<file path="config.mk">
export PLATFORM = sky130hd
export DESIGN_NAME = id_remap_unit
export DESIGN_NICKNAME = d
export VERILOG_FILES = /design/src/logic/id_remap_pkg.sv /design/src/logic/row_binder.sv /design/src/logic/slot_tracker.sv /design/src/logic/id_remap_unit.sv
export VERILOG_INCLUDE_DIRS = /design/src /design/src/logic
export SDC_FILE = /design/constraint.sdc
export NUM_CORES = 1
export LEC_CHECK = 0
export BUFFER_PORTS_ARGS = -buffer_cell sky130_fd_sc_hd__buf_2
export CAP_MARGIN = 20
export CORE_MARGIN = 2
export CORE_UTILIZATION = 45
export CTS_CLUSTER_SIZE = 16
export DETAILED_ROUTE_END_ITERATION = 10
export PLACE_DENSITY = 0.62
export REMOVE_ABC_BUFFERS = 1
export SYNTH_ARGS = -nofsm -noshare
export SYNTH_HDL_FRONTEND = slang
export SYNTH_HIERARCHICAL = 1
export SYNTH_SLANG_ARGS = --single-unit
</file>
<file path="constraint.sdc">
create_clock -name clk -period 5.8 [get_ports clk]
set_clock_uncertainty 0.05 [all_clocks]
set_input_delay 0.58 -clock clk [delete_from_list [all_inputs] [get_ports clk]]
set_output_delay 0.58 -clock clk [all_outputs]
set_load 0.02 [all_outputs]
</file>
<file path="src/logic/id_remap_consts.svh">
`ifndef ID_REMAP_CONSTS_SVH
`define ID_REMAP_CONSTS_SVH

`default_nettype none

// --------------------------------------------------
// id remap sizing
// --------------------------------------------------

// original and unique ids share one width
`define ID_REMAP_ID_WIDTH 4

`define ID_REMAP_NUM_ROWS 4 // distinct orig_ids in flight at once
`define ID_REMAP_NUM_COLS 4 // outstanding slots per orig_id

// row index in the upper bits of a unique id and column in the lower bits
`define ID_REMAP_ROW_W 2
`define ID_REMAP_COL_W 2

`default_nettype wire

`endif

</file>
<file path="src/logic/id_remap_pkg.sv">
`include "id_remap_consts.svh"

`default_nettype none

// shared types for the id remap unit
package id_remap_pkg;

    // original id as seen on the bus, also the unique id after remap
    typedef logic [`ID_REMAP_ID_WIDTH-1:0] orig_id_t;

    // table coordinates
    typedef logic [`ID_REMAP_ROW_W-1:0] row_idx_t;
    typedef logic [`ID_REMAP_COL_W-1:0] col_idx_t;

    // one valid bit per column of a row
    typedef logic [`ID_REMAP_NUM_COLS-1:0] slot_mask_t;

    // one bit per row (busy, full, hit)
    typedef logic [`ID_REMAP_NUM_ROWS-1:0] row_vec_t;

endpackage

`default_nettype wire

</file>
<file path="src/logic/row_binder.sv">
`include "id_remap_consts.svh"

`timescale 1ns/1ps
`default_nettype none

module row_binder (
    input  logic                   clk,
    input  logic                   rst,         // sync, active high
    input  logic                   alloc_req,   // level, requester may hold it
    input  id_remap_pkg::orig_id_t orig_id,
    input  logic                   free_req,
    input  id_remap_pkg::row_idx_t free_row,    // upper half of free_uid
    input  id_remap_pkg::row_vec_t row_busy,    // mask non-zero per row
    input  id_remap_pkg::row_vec_t row_full,    // all columns valid per row
    output logic                   alloc_gnt,
    output id_remap_pkg::row_idx_t chosen_row,
    output id_remap_pkg::orig_id_t restored_id
);
    import id_remap_pkg::*;

    // --------------------------------------------------
    // bound id table
    // --------------------------------------------------
    // a row is bound exactly while its slot mask is non-zero,
    // so the stored id is only meaningful when row_busy is set
    orig_id_t bound_id [`ID_REMAP_NUM_ROWS];

    row_vec_t hit_vec;     // busy rows whose stored id equals orig_id
    logic     have_hit;
    row_idx_t hit_row;
    logic     have_empty;  // at least one unbound row
    row_idx_t empty_row;   // lowest unbound row
    logic     bind_new;    // grant goes to an unbound row

    // --------------------------------------------------
    // row search
    // --------------------------------------------------
    // at most one busy row holds a given id, new ids only bind on a miss
    always_comb begin : hit_search
        hit_vec = '0;
        hit_row = '0;
        for (int r = `ID_REMAP_NUM_ROWS - 1; r >= 0; r--) begin
            hit_vec[r] = row_busy[r] && (bound_id[r] == orig_id);
            if (hit_vec[r]) begin
                hit_row = row_idx_t'(r);
            end
        end
    end

    // scan from the top so the lowest free row wins
    always_comb begin : empty_search
        empty_row = '0;
        for (int r = `ID_REMAP_NUM_ROWS - 1; r >= 0; r--) begin
            if (!row_busy[r]) begin
                empty_row = row_idx_t'(r);
            end
        end
    end

    assign have_hit   = |hit_vec;
    assign have_empty = ~&row_busy;

    // --------------------------------------------------
    // grant decision
    // --------------------------------------------------
    // a hit never falls back to a fresh row, all requests of one id share a row
    assign chosen_row = have_hit ? hit_row : empty_row;
    assign alloc_gnt  = alloc_req && (have_hit ? !row_full[hit_row] : have_empty);
    assign bind_new   = alloc_gnt && !have_hit;

    always_ff @(posedge clk) begin
        if (rst) begin
            for (int r = 0; r < `ID_REMAP_NUM_ROWS; r++) begin
                bound_id[r] <= '0;
            end
        end else if (bind_new) begin
            bound_id[empty_row] <= orig_id; // row becomes busy on the same edge
        end
    end

    // --------------------------------------------------
    // restore path
    // --------------------------------------------------
    // every slot of a row restores to the row's id, the column is not needed
    assign restored_id = free_req ? bound_id[free_row] : '0;

endmodule

`default_nettype wire

</file>
<file path="src/logic/slot_tracker.sv">
`include "id_remap_consts.svh"

`timescale 1ns/1ps
`default_nettype none

module slot_tracker (
    input  logic                   clk,
    input  logic                   rst,        // sync, active high
    input  logic                   alloc_gnt,
    input  id_remap_pkg::row_idx_t chosen_row, // hit row or lowest empty row
    input  logic                   free_req,
    input  id_remap_pkg::row_idx_t free_row,
    input  id_remap_pkg::col_idx_t free_col,
    output id_remap_pkg::col_idx_t chosen_col, // lowest clear bit of chosen row
    output id_remap_pkg::row_vec_t row_busy,
    output id_remap_pkg::row_vec_t row_full,
    output logic                   id_full,
    output logic                   free_ack    // one cycle after free_req
);
    import id_remap_pkg::*;

    // --------------------------------------------------
    // slot valid masks
    // --------------------------------------------------
    slot_mask_t slot_mask [`ID_REMAP_NUM_ROWS]; // one bit per outstanding unique id
    slot_mask_t mask_next [`ID_REMAP_NUM_ROWS];
    slot_mask_t sel_mask;                       // mask of the row being allocated into

    assign sel_mask = slot_mask[chosen_row];

    // first free column, top down so column 0 has priority
    always_comb begin : col_pick
        chosen_col = '0; // row full, no grant follows
        for (int c = `ID_REMAP_NUM_COLS - 1; c >= 0; c--) begin
            if (!sel_mask[c]) begin
                chosen_col = col_idx_t'(c);
            end
        end
    end

    // --------------------------------------------------
    // row status
    // --------------------------------------------------
    always_comb begin : row_status
        for (int r = 0; r < `ID_REMAP_NUM_ROWS; r++) begin
            row_busy[r] = |slot_mask[r]; // bound while anything is outstanding
            row_full[r] = &slot_mask[r];
        end
    end

    assign id_full = &row_full; // all 16 slots in flight

    // --------------------------------------------------
    // set and clear in one update
    // --------------------------------------------------
    // a grant only targets a clear bit and a free only a set bit,
    // so the two never hit the same slot
    always_comb begin : mask_update
        for (int r = 0; r < `ID_REMAP_NUM_ROWS; r++) begin
            mask_next[r] = slot_mask[r];
        end
        if (free_req) begin
            mask_next[free_row][free_col] = 1'b0;
        end
        if (alloc_gnt) begin
            mask_next[chosen_row][chosen_col] = 1'b1; // keeps a row bound if its last slot frees now
        end
    end

    always_ff @(posedge clk) begin
        if (rst) begin
            for (int r = 0; r < `ID_REMAP_NUM_ROWS; r++) begin
                slot_mask[r] <= '0;
            end
            free_ack <= 1'b0;
        end else begin
            for (int r = 0; r < `ID_REMAP_NUM_ROWS; r++) begin
                slot_mask[r] <= mask_next[r];
            end
            free_ack <= free_req; // pulses once per free cycle
        end
    end

endmodule

`default_nettype wire

</file>
<file path="src/logic/id_remap_unit.sv">
`timescale 1ns/1ps
`default_nettype none

module id_remap_unit (
    input  logic                   clk,
    input  logic                   rst,         // sync, active high

    // allocate side
    input  logic                   alloc_req,
    input  id_remap_pkg::orig_id_t orig_id,
    output logic                   alloc_gnt,   // same cycle as alloc_req
    output id_remap_pkg::orig_id_t unique_id,   // {row, col}
    output logic                   id_full,

    // free side
    input  logic                   free_req,
    input  id_remap_pkg::orig_id_t free_uid,
    output id_remap_pkg::orig_id_t restored_id, // zero while free_req is low
    output logic                   free_ack
);
    import id_remap_pkg::*;

    row_idx_t chosen_row;
    col_idx_t chosen_col;
    row_idx_t free_row;
    col_idx_t free_col;
    row_vec_t row_busy;
    row_vec_t row_full;

    // --------------------------------------------------
    // unique id packing
    // --------------------------------------------------
    assign {free_row, free_col} = free_uid;  // row half upper, column half lower
    assign unique_id = {chosen_row, chosen_col};

    row_binder row_binder_i (
        .clk        (clk),
        .rst        (rst),
        .alloc_req  (alloc_req),
        .orig_id    (orig_id),
        .free_req   (free_req),
        .free_row   (free_row),
        .row_busy   (row_busy),
        .row_full   (row_full),
        .alloc_gnt  (alloc_gnt),
        .chosen_row (chosen_row),
        .restored_id(restored_id)
    );

    slot_tracker slot_tracker_i (
        .clk       (clk),
        .rst       (rst),
        .alloc_gnt (alloc_gnt),
        .chosen_row(chosen_row),
        .free_req  (free_req),
        .free_row  (free_row),
        .free_col  (free_col),
        .chosen_col(chosen_col),
        .row_busy  (row_busy),
        .row_full  (row_full),
        .id_full   (id_full),
        .free_ack  (free_ack)
    );

endmodule

`default_nettype wire

</file>
# --- Yosys cells after proc, flatten, opt, wreduce, memory -nomap -nowiden ---
# Memories as Yosys holds them, arrays and structs flattened.
# Cells that the tools add are included.
classes:
  bitwise: 9
  n_reduce_logical: 25
  magnitude_cmp: 9
  muxes: 40
  n_eq_ne: 4
op_table:
  columns: ["cell", "n"]
  rows:
  - ["16-bit two-way mux", 2]
  - ["4-bit two-way mux", 8]
  - ["2-bit two-way mux", 14]
  - ["4-bit OR reduction", 6]
  - ["4-bit AND reduction", 5]
  - ["16-bit bitwise AND", 1]
  - ["4-bit demux with 2-bit select", 2]
  - ["4-bit equality test", 4]
  - ["16-bit inverter", 1]
  - ["16-bit bitwise OR", 1]
  - ["16-bit AND reduction", 1]
  - ["1-bit two-way mux", 11]
  - ["1-bit logical AND", 10]
  - ["2-bit by 3-bit < comparator with 1-bit output (second input constant)", 3]
  - ["3-bit >= comparator (second input constant)", 2]
  - ["3-bit by 1-bit < comparator with 1-bit output (second input constant)", 2]
  - ["2-bit inverter with 3-bit output", 2]
  - ["1-bit demux with 2-bit select", 2]
  - ["2-bit by 1-bit >= comparator with 1-bit output (second input constant)", 2]
  - ["1-bit bitwise OR", 4]
  - ["1-bit zero test", 3]
  - ["1-bit binary-select mux with 2-bit select", 1]
totals:
  ff_bits: 1
  ram_bits: 32
  mem_count: 2
  inputBits: 12
  elab_cells: 90
mem_list:
  columns: ["memory", "depth", "word_bits", "rd", "rd_clocked_by_memory_dff", "wr", "line_no", "source"]
  rows:
  - ["row_binder_i.bound_id", 4, 4, 5, 0, 4, "row_binder.sv:26", "orig_id_t bound_id [`ID_REMAP_NUM_ROWS];"]
  - ["slot_tracker_i.slot_mask", 4, 4, 5, 0, 4, "slot_tracker.sv:25", "slot_mask_t slot_mask [`ID_REMAP_NUM_ROWS];"]

# --- Logic depth before layout (Yosys ltp) ---
# An unclocked memory read counts as a cell.
logic_depth:
  word_depth: 21
  mapped_depth: 11
  depth_no_buf: 9

# --- Cells and area by module ---
# Netlist, hierarchy kept.
by_module_without_submodules:
  columns: ["mod", "area_per_inst_um2", "n_inst", "cells_per_inst", "seq_area_each_um2"]
  rows:
  - ["row_binder", 1147.4, 1, 109, 480.5]
  - ["slot_tracker", 970.9, 1, 106, 340.3]

# --- Worst setup path after synthesis ---
# OpenSTA, ideal clock, no wires.
synth_path:
  kind: "input to output"
  from: "in orig_id[3]"
  to: "out unique_id[0]"
  stages: 10
  required_ns: 5.170
  arrival_time_ns: 3.303
  setup_slack_ns: 1.867
  cell_sequence: "buf_6 > nor2b_1 > a2111oi_2 > and2_1 > o21ai_0 > a21boi_0 > buf_6 > mux4_2 > nand2b_4 > a21oi_1"
synth_via:
  elab_chain_cells: 12
synth_rtl:
  columns: ["item", "line_no", "source"]
  rows:
  - ["start: declaration", "id_remap_unit.sv:10", "input id_remap_pkg::orig_id_t orig_id,"]
  - ["4-bit equality test", "row_binder.sv:43", "hit_vec[r] = row_busy[r] && (bound_id[r] == orig_id);"]
  - ["1-bit logical AND", "row_binder.sv:43", null]
  - ["2-bit two-way mux (4 in series)", "row_binder.sv:44", "if (hit_vec[r]) begin"]
  - ["2-bit two-way mux *", "row_binder.sv:67", "assign chosen_row = have_hit ? hit_row : empty_row;"]
  - ["via unique_id[2]", "id_remap_unit.sv:12", "output id_remap_pkg::orig_id_t unique_id,"]
  - ["memory 4 x 4 bit *", null, null]
  - ["2-bit two-way mux (3 in series)", "slot_tracker.sv:35", "if (!sel_mask[c]) begin"]
  - ["2-bit two-way mux *", "slot_tracker.sv:35", null]
  - ["end: declaration", "id_remap_unit.sv:12", null]
# The timed path passes the listed nets; every way through them passes the cells marked *.

==> metrics.md <==
| Metric | Value |
|---|---|
| M1 wire length | `2560 um` |
| Path type of the worst min-delay path | `register to register` |
| Final-layout fill cell count | `425` |
| Kind of start point of the critical path | `register` |
| Overall fraction of global-route tracks in use | `0.215` |
| Ordered list of cells on the worst path | `or4_1 > nand2b_1 > a21boi_0 > o21ai_0 > a21boi_0 > buf_4 > mux4_1 > a21oi_1 > buf_2` |
| Instance area at placement | `2220 um2` |
| Starting DRT DRC Count | `153` |
| Proportion of synthesized chip area in sequential cells | `0.387` |
| Number of placement rows | `24` |
| Achievable frequency | `272 MHz` |
| Power spent charging and discharging nets | `242 uW` |
| HPWL after DPL | `4150 um` |
| Number of hold-slack violations in the final timing report | `0` |
| Die boundary width | `72.6 um` |
| Post-synth EDFFs | `16` |
| Via count of the routed design | `1,854` |
| Signed area change from the synthesized netlist to the final layout | `11.5%` |
| Share of the clock period used by the worst path after layout | `0.635` |
| Routed wl met3 | `497 um` |
| Unrepaired setup endpoints after global routing | `no` |
| Max-slew violation count | `0` |
| Share of synthesized registers carrying an async set or reset | `0` |
| Buffer count from post-CTS setup fixing | `0` |
| Crit path buffers/inverters | `2` |
| Maximum number of pins on one net before global-route repair | `21` |
| Wire length of the first global-routing pass | `8550 um` |
| Uppermost layer routed | `met4` |
| Hold buffer count at CTS | `0` |
| Clock Power Share | `0.306` |
| # resized after CTS | `0` |
| Status | `complete, no violations` |
| Clock transition at path regs | `0.07 ns` |
| Finish-stage setup viols | `0` |
| Flip-flop cell with the highest count after synthesis | `sky130_fd_sc_hd__dfxtp_1` |
| DRC | `0` |
| Combinational share of power | `0.295` |
| Clock tree from TritonCTS | `done` |
| Sum of negative setup slack | `0 ns` |
| Via-per-instance ratio | `6.39` |
| Design internal power | `492 uW` |
| Arrival time at the worst endpoint | `3.05 ns` |
| Total standard cell area after synthesis | `2120 um2` |
| Flop-to-flop setup slack | `2.62 ns` |
| Detailed Routing Iterations Pass 1 | `5` |
| Net count of the finished layout | `249` |
| Mean area per synthesized cell | `9.85 um2` |
| Max VDD drop | `152 uV` |
| Seq cells post-synth | `33` |
| Critical Path End Type | `output pin` |
| Final min period | `3.68 ns` |
| Number of antenna violations at the first check in global routing | `0` |
| Total congestion overflow after global routing | `0` |
| Post-Synthesis Cells | `215` |
| Switching Fraction | `0.330` |
| Antenna viol nets, final | `0` |
| Number of buffers added by the clock tree synthesis step | `5` |
| Clock insertion delay at the later pin of the skew report | `0.29 ns` |
| Routed len/inst | `19.0 um` |
| Routed Wire Length | `5520 um` |
| Clock tree buffer depth | `2` |
| Peak per-stage delay on the critical path | `0.67 ns` |
| Critical Path RT | `5.17 ns` |
| Sum of met2 wire segment lengths after detailed routing | `2390 um` |
| Max transition margin | `0.491` |
| Final estimated routing congestion in global placement | `0.913` |
| Vias in the first global route | `1,640` |
| Clock sink count | `33` |
| Die Height | `72.6 um` |
| Number of maximum-capacitance violations | `0` |
| Diodes inserted | `0` |
| Ports placed on the boundary | `23` |
| Kind of critical path | `register to output pin` |
| Die area | `5270 um2` |
| Slowest cell on the critical path | `sky130_fd_sc_hd__mux4_1` |
| Fraction of layout instances using a drive strength above 1 | `0.218` |
| YS warnings | `6` |
| Number of levels the H-tree was split into | `2` |
| Worst slew pin tran | `0.761 ns` |
| Port Buf Inserts | `22` |
| Leading cell types in the layout, fill and taps excluded | `sky130_fd_sc_hd__o21ai_0, sky130_fd_sc_hd__nand2_1, sky130_fd_sc_hd__buf_2` |
| Proportion of power drawn by flip-flops and latches | `0.399` |
| Initial core utilization | `0.477` |
| Top cell family by delay on the critical path | `simple AND/OR/NAND/NOR gates` |
| Cell repeated most along the worst path | `sky130_fd_sc_hd__a21boi_0` |
| Maximum fanout encountered on the critical timing path | `11` |
| Power density cells | `311 nW/um2` |
| Floorplan Core Area | `4440 um2` |
| Total leakage power | `0.000900 uW` |
| Summed area of non-filler cells in the final layout | `2360 um2` |
| Library cells used by synthesis | `49` |
| Buffer type at the clock tree root | `sky130_fd_sc_hd__clkbuf_8` |
-- final timing paths --
check	start	cells after the start	to
setup / recovery	slot_tracker_i/slot_mask[3][3]	9	unique_id[1]
hold / removal	slot_tracker_i/slot_mask[1][1]	2	slot_tracker_i/slot_mask[1][1]
hold reg to reg	slot_tracker_i/slot_mask[1][1]	2	slot_tracker_i/slot_mask[1][1]
setup reg to reg	slot_tracker_i/slot_mask[3][3]	10	slot_tracker_i/slot_mask[2][0]
-- state kept, by name (all words and copies together), names as in the netlist --
signal and flops:
row_binder_i/bound_id 16, slot_tracker_i/free_ack 1, slot_tracker_i/slot_mask 16
-- logic make-up after synthesis --
group,Yosys count,synth area share
AOI/OAI and AO/OA,50,0.144
xor gates and xnor gates,13,0.0573
buffers and inverters,16,0.0467
DFF,33,0.387
muxes,12,0.110
and+or+nand+nor,91,0.255
-- stage by stage --
step | power (uW) | setup WS (ns) | util | cells | hold slack, ns
floorplan | 437 | 1.52 | - | 205 | 0.410
global placement | 508 | 2.02 | 0.501 | 280 | 0.447
detailed placement | 509 | 1.94 | 0.501 | 280 | 0.442
CTS | 732 | 1.85 | 0.528 | 288 | 0.454
global route | 769 | 1.98 | 0.531 | 290 | 0.476
finish | 734 | 2.12 | 0.531 | 290 | 0.453
-- metal layers --
layer  global-route usage  up-vias
met5                    0        -
met4               0.0535        0
met3               0.0456       10
met2                0.311       90
met1                0.326      897
li1                     -      857
-- Yosys cell counts, types with 4 or more instances --
| library cell | number | share of area |
|---|---|---|
| sky130_fd_sc_hd__mux4_2 | 5 | 0.053 |
| sky130_fd_sc_hd__nor2b_1 | 4 | 0.012 |
| sky130_fd_sc_hd__nand2b_1 | 4 | 0.012 |
| sky130_fd_sc_hd__inv_1 | 5 | 0.0089 |
| sky130_fd_sc_hd__nor4_1 | 4 | 0.012 |
| sky130_fd_sc_hd__dfxtp_1 | 17 | 0.16 |
| sky130_fd_sc_hd__nand3_1 | 6 | 0.014 |
| sky130_fd_sc_hd__and4_1 | 6 | 0.025 |
| sky130_fd_sc_hd__buf_6 | 4 | 0.021 |
| sky130_fd_sc_hd__edfxtp_1 | 16 | 0.23 |
| sky130_fd_sc_hd__or4_1 | 4 | 0.014 |
| sky130_fd_sc_hd__nand2_1 | 23 | 0.041 |
| sky130_fd_sc_hd__a21oi_1 | 14 | 0.033 |
| sky130_fd_sc_hd__o211ai_1 | 4 | 0.014 |
| sky130_fd_sc_hd__o21ai_0 | 23 | 0.054 |
| sky130_fd_sc_hd__nor3_1 | 15 | 0.035 |
| sky130_fd_sc_hd__xor2_1 | 9 | 0.037 |
| sky130_fd_sc_hd__and2_1 | 5 | 0.015 |
-- worst min-delay path, stage by stage (launching register included) --
cell                      delay [ns]
sky130_fd_sc_hd__dfxtp_1        0.33
sky130_fd_sc_hd__o21ai_0        0.07
sky130_fd_sc_hd__a21oi_1        0.06
-- area by class of cell --
| type | count | area [um2] | share of cell area |
|---|---|---|---|
| Sequential cell | 33 | 821 | 0.348 |
| Clock buffer | 7 | 119 | 0.0503 |
| Tap cell | 52 | 65.1 | 0.0276 |
| Inverter | 6 | 22.5 | 0.00954 |
| Timing Repair Buffer | 25 | 130 | 0.0551 |
| Clock inverter | 1 | 5.00 | 0.00212 |
| Multi-Input combinational cell | 166 | 1200 | 0.508 |
-- power groups by stage --
stage	Clock (uW)	Combinational [uW]	Sequential (uW)
finish	225	217	293
global route	240	234	295
CTS	228	212	292
detailed placement	0	212	297
global placement	0	210	298
floorplan	0	150	287
Power figures use the tool's default switching activity.
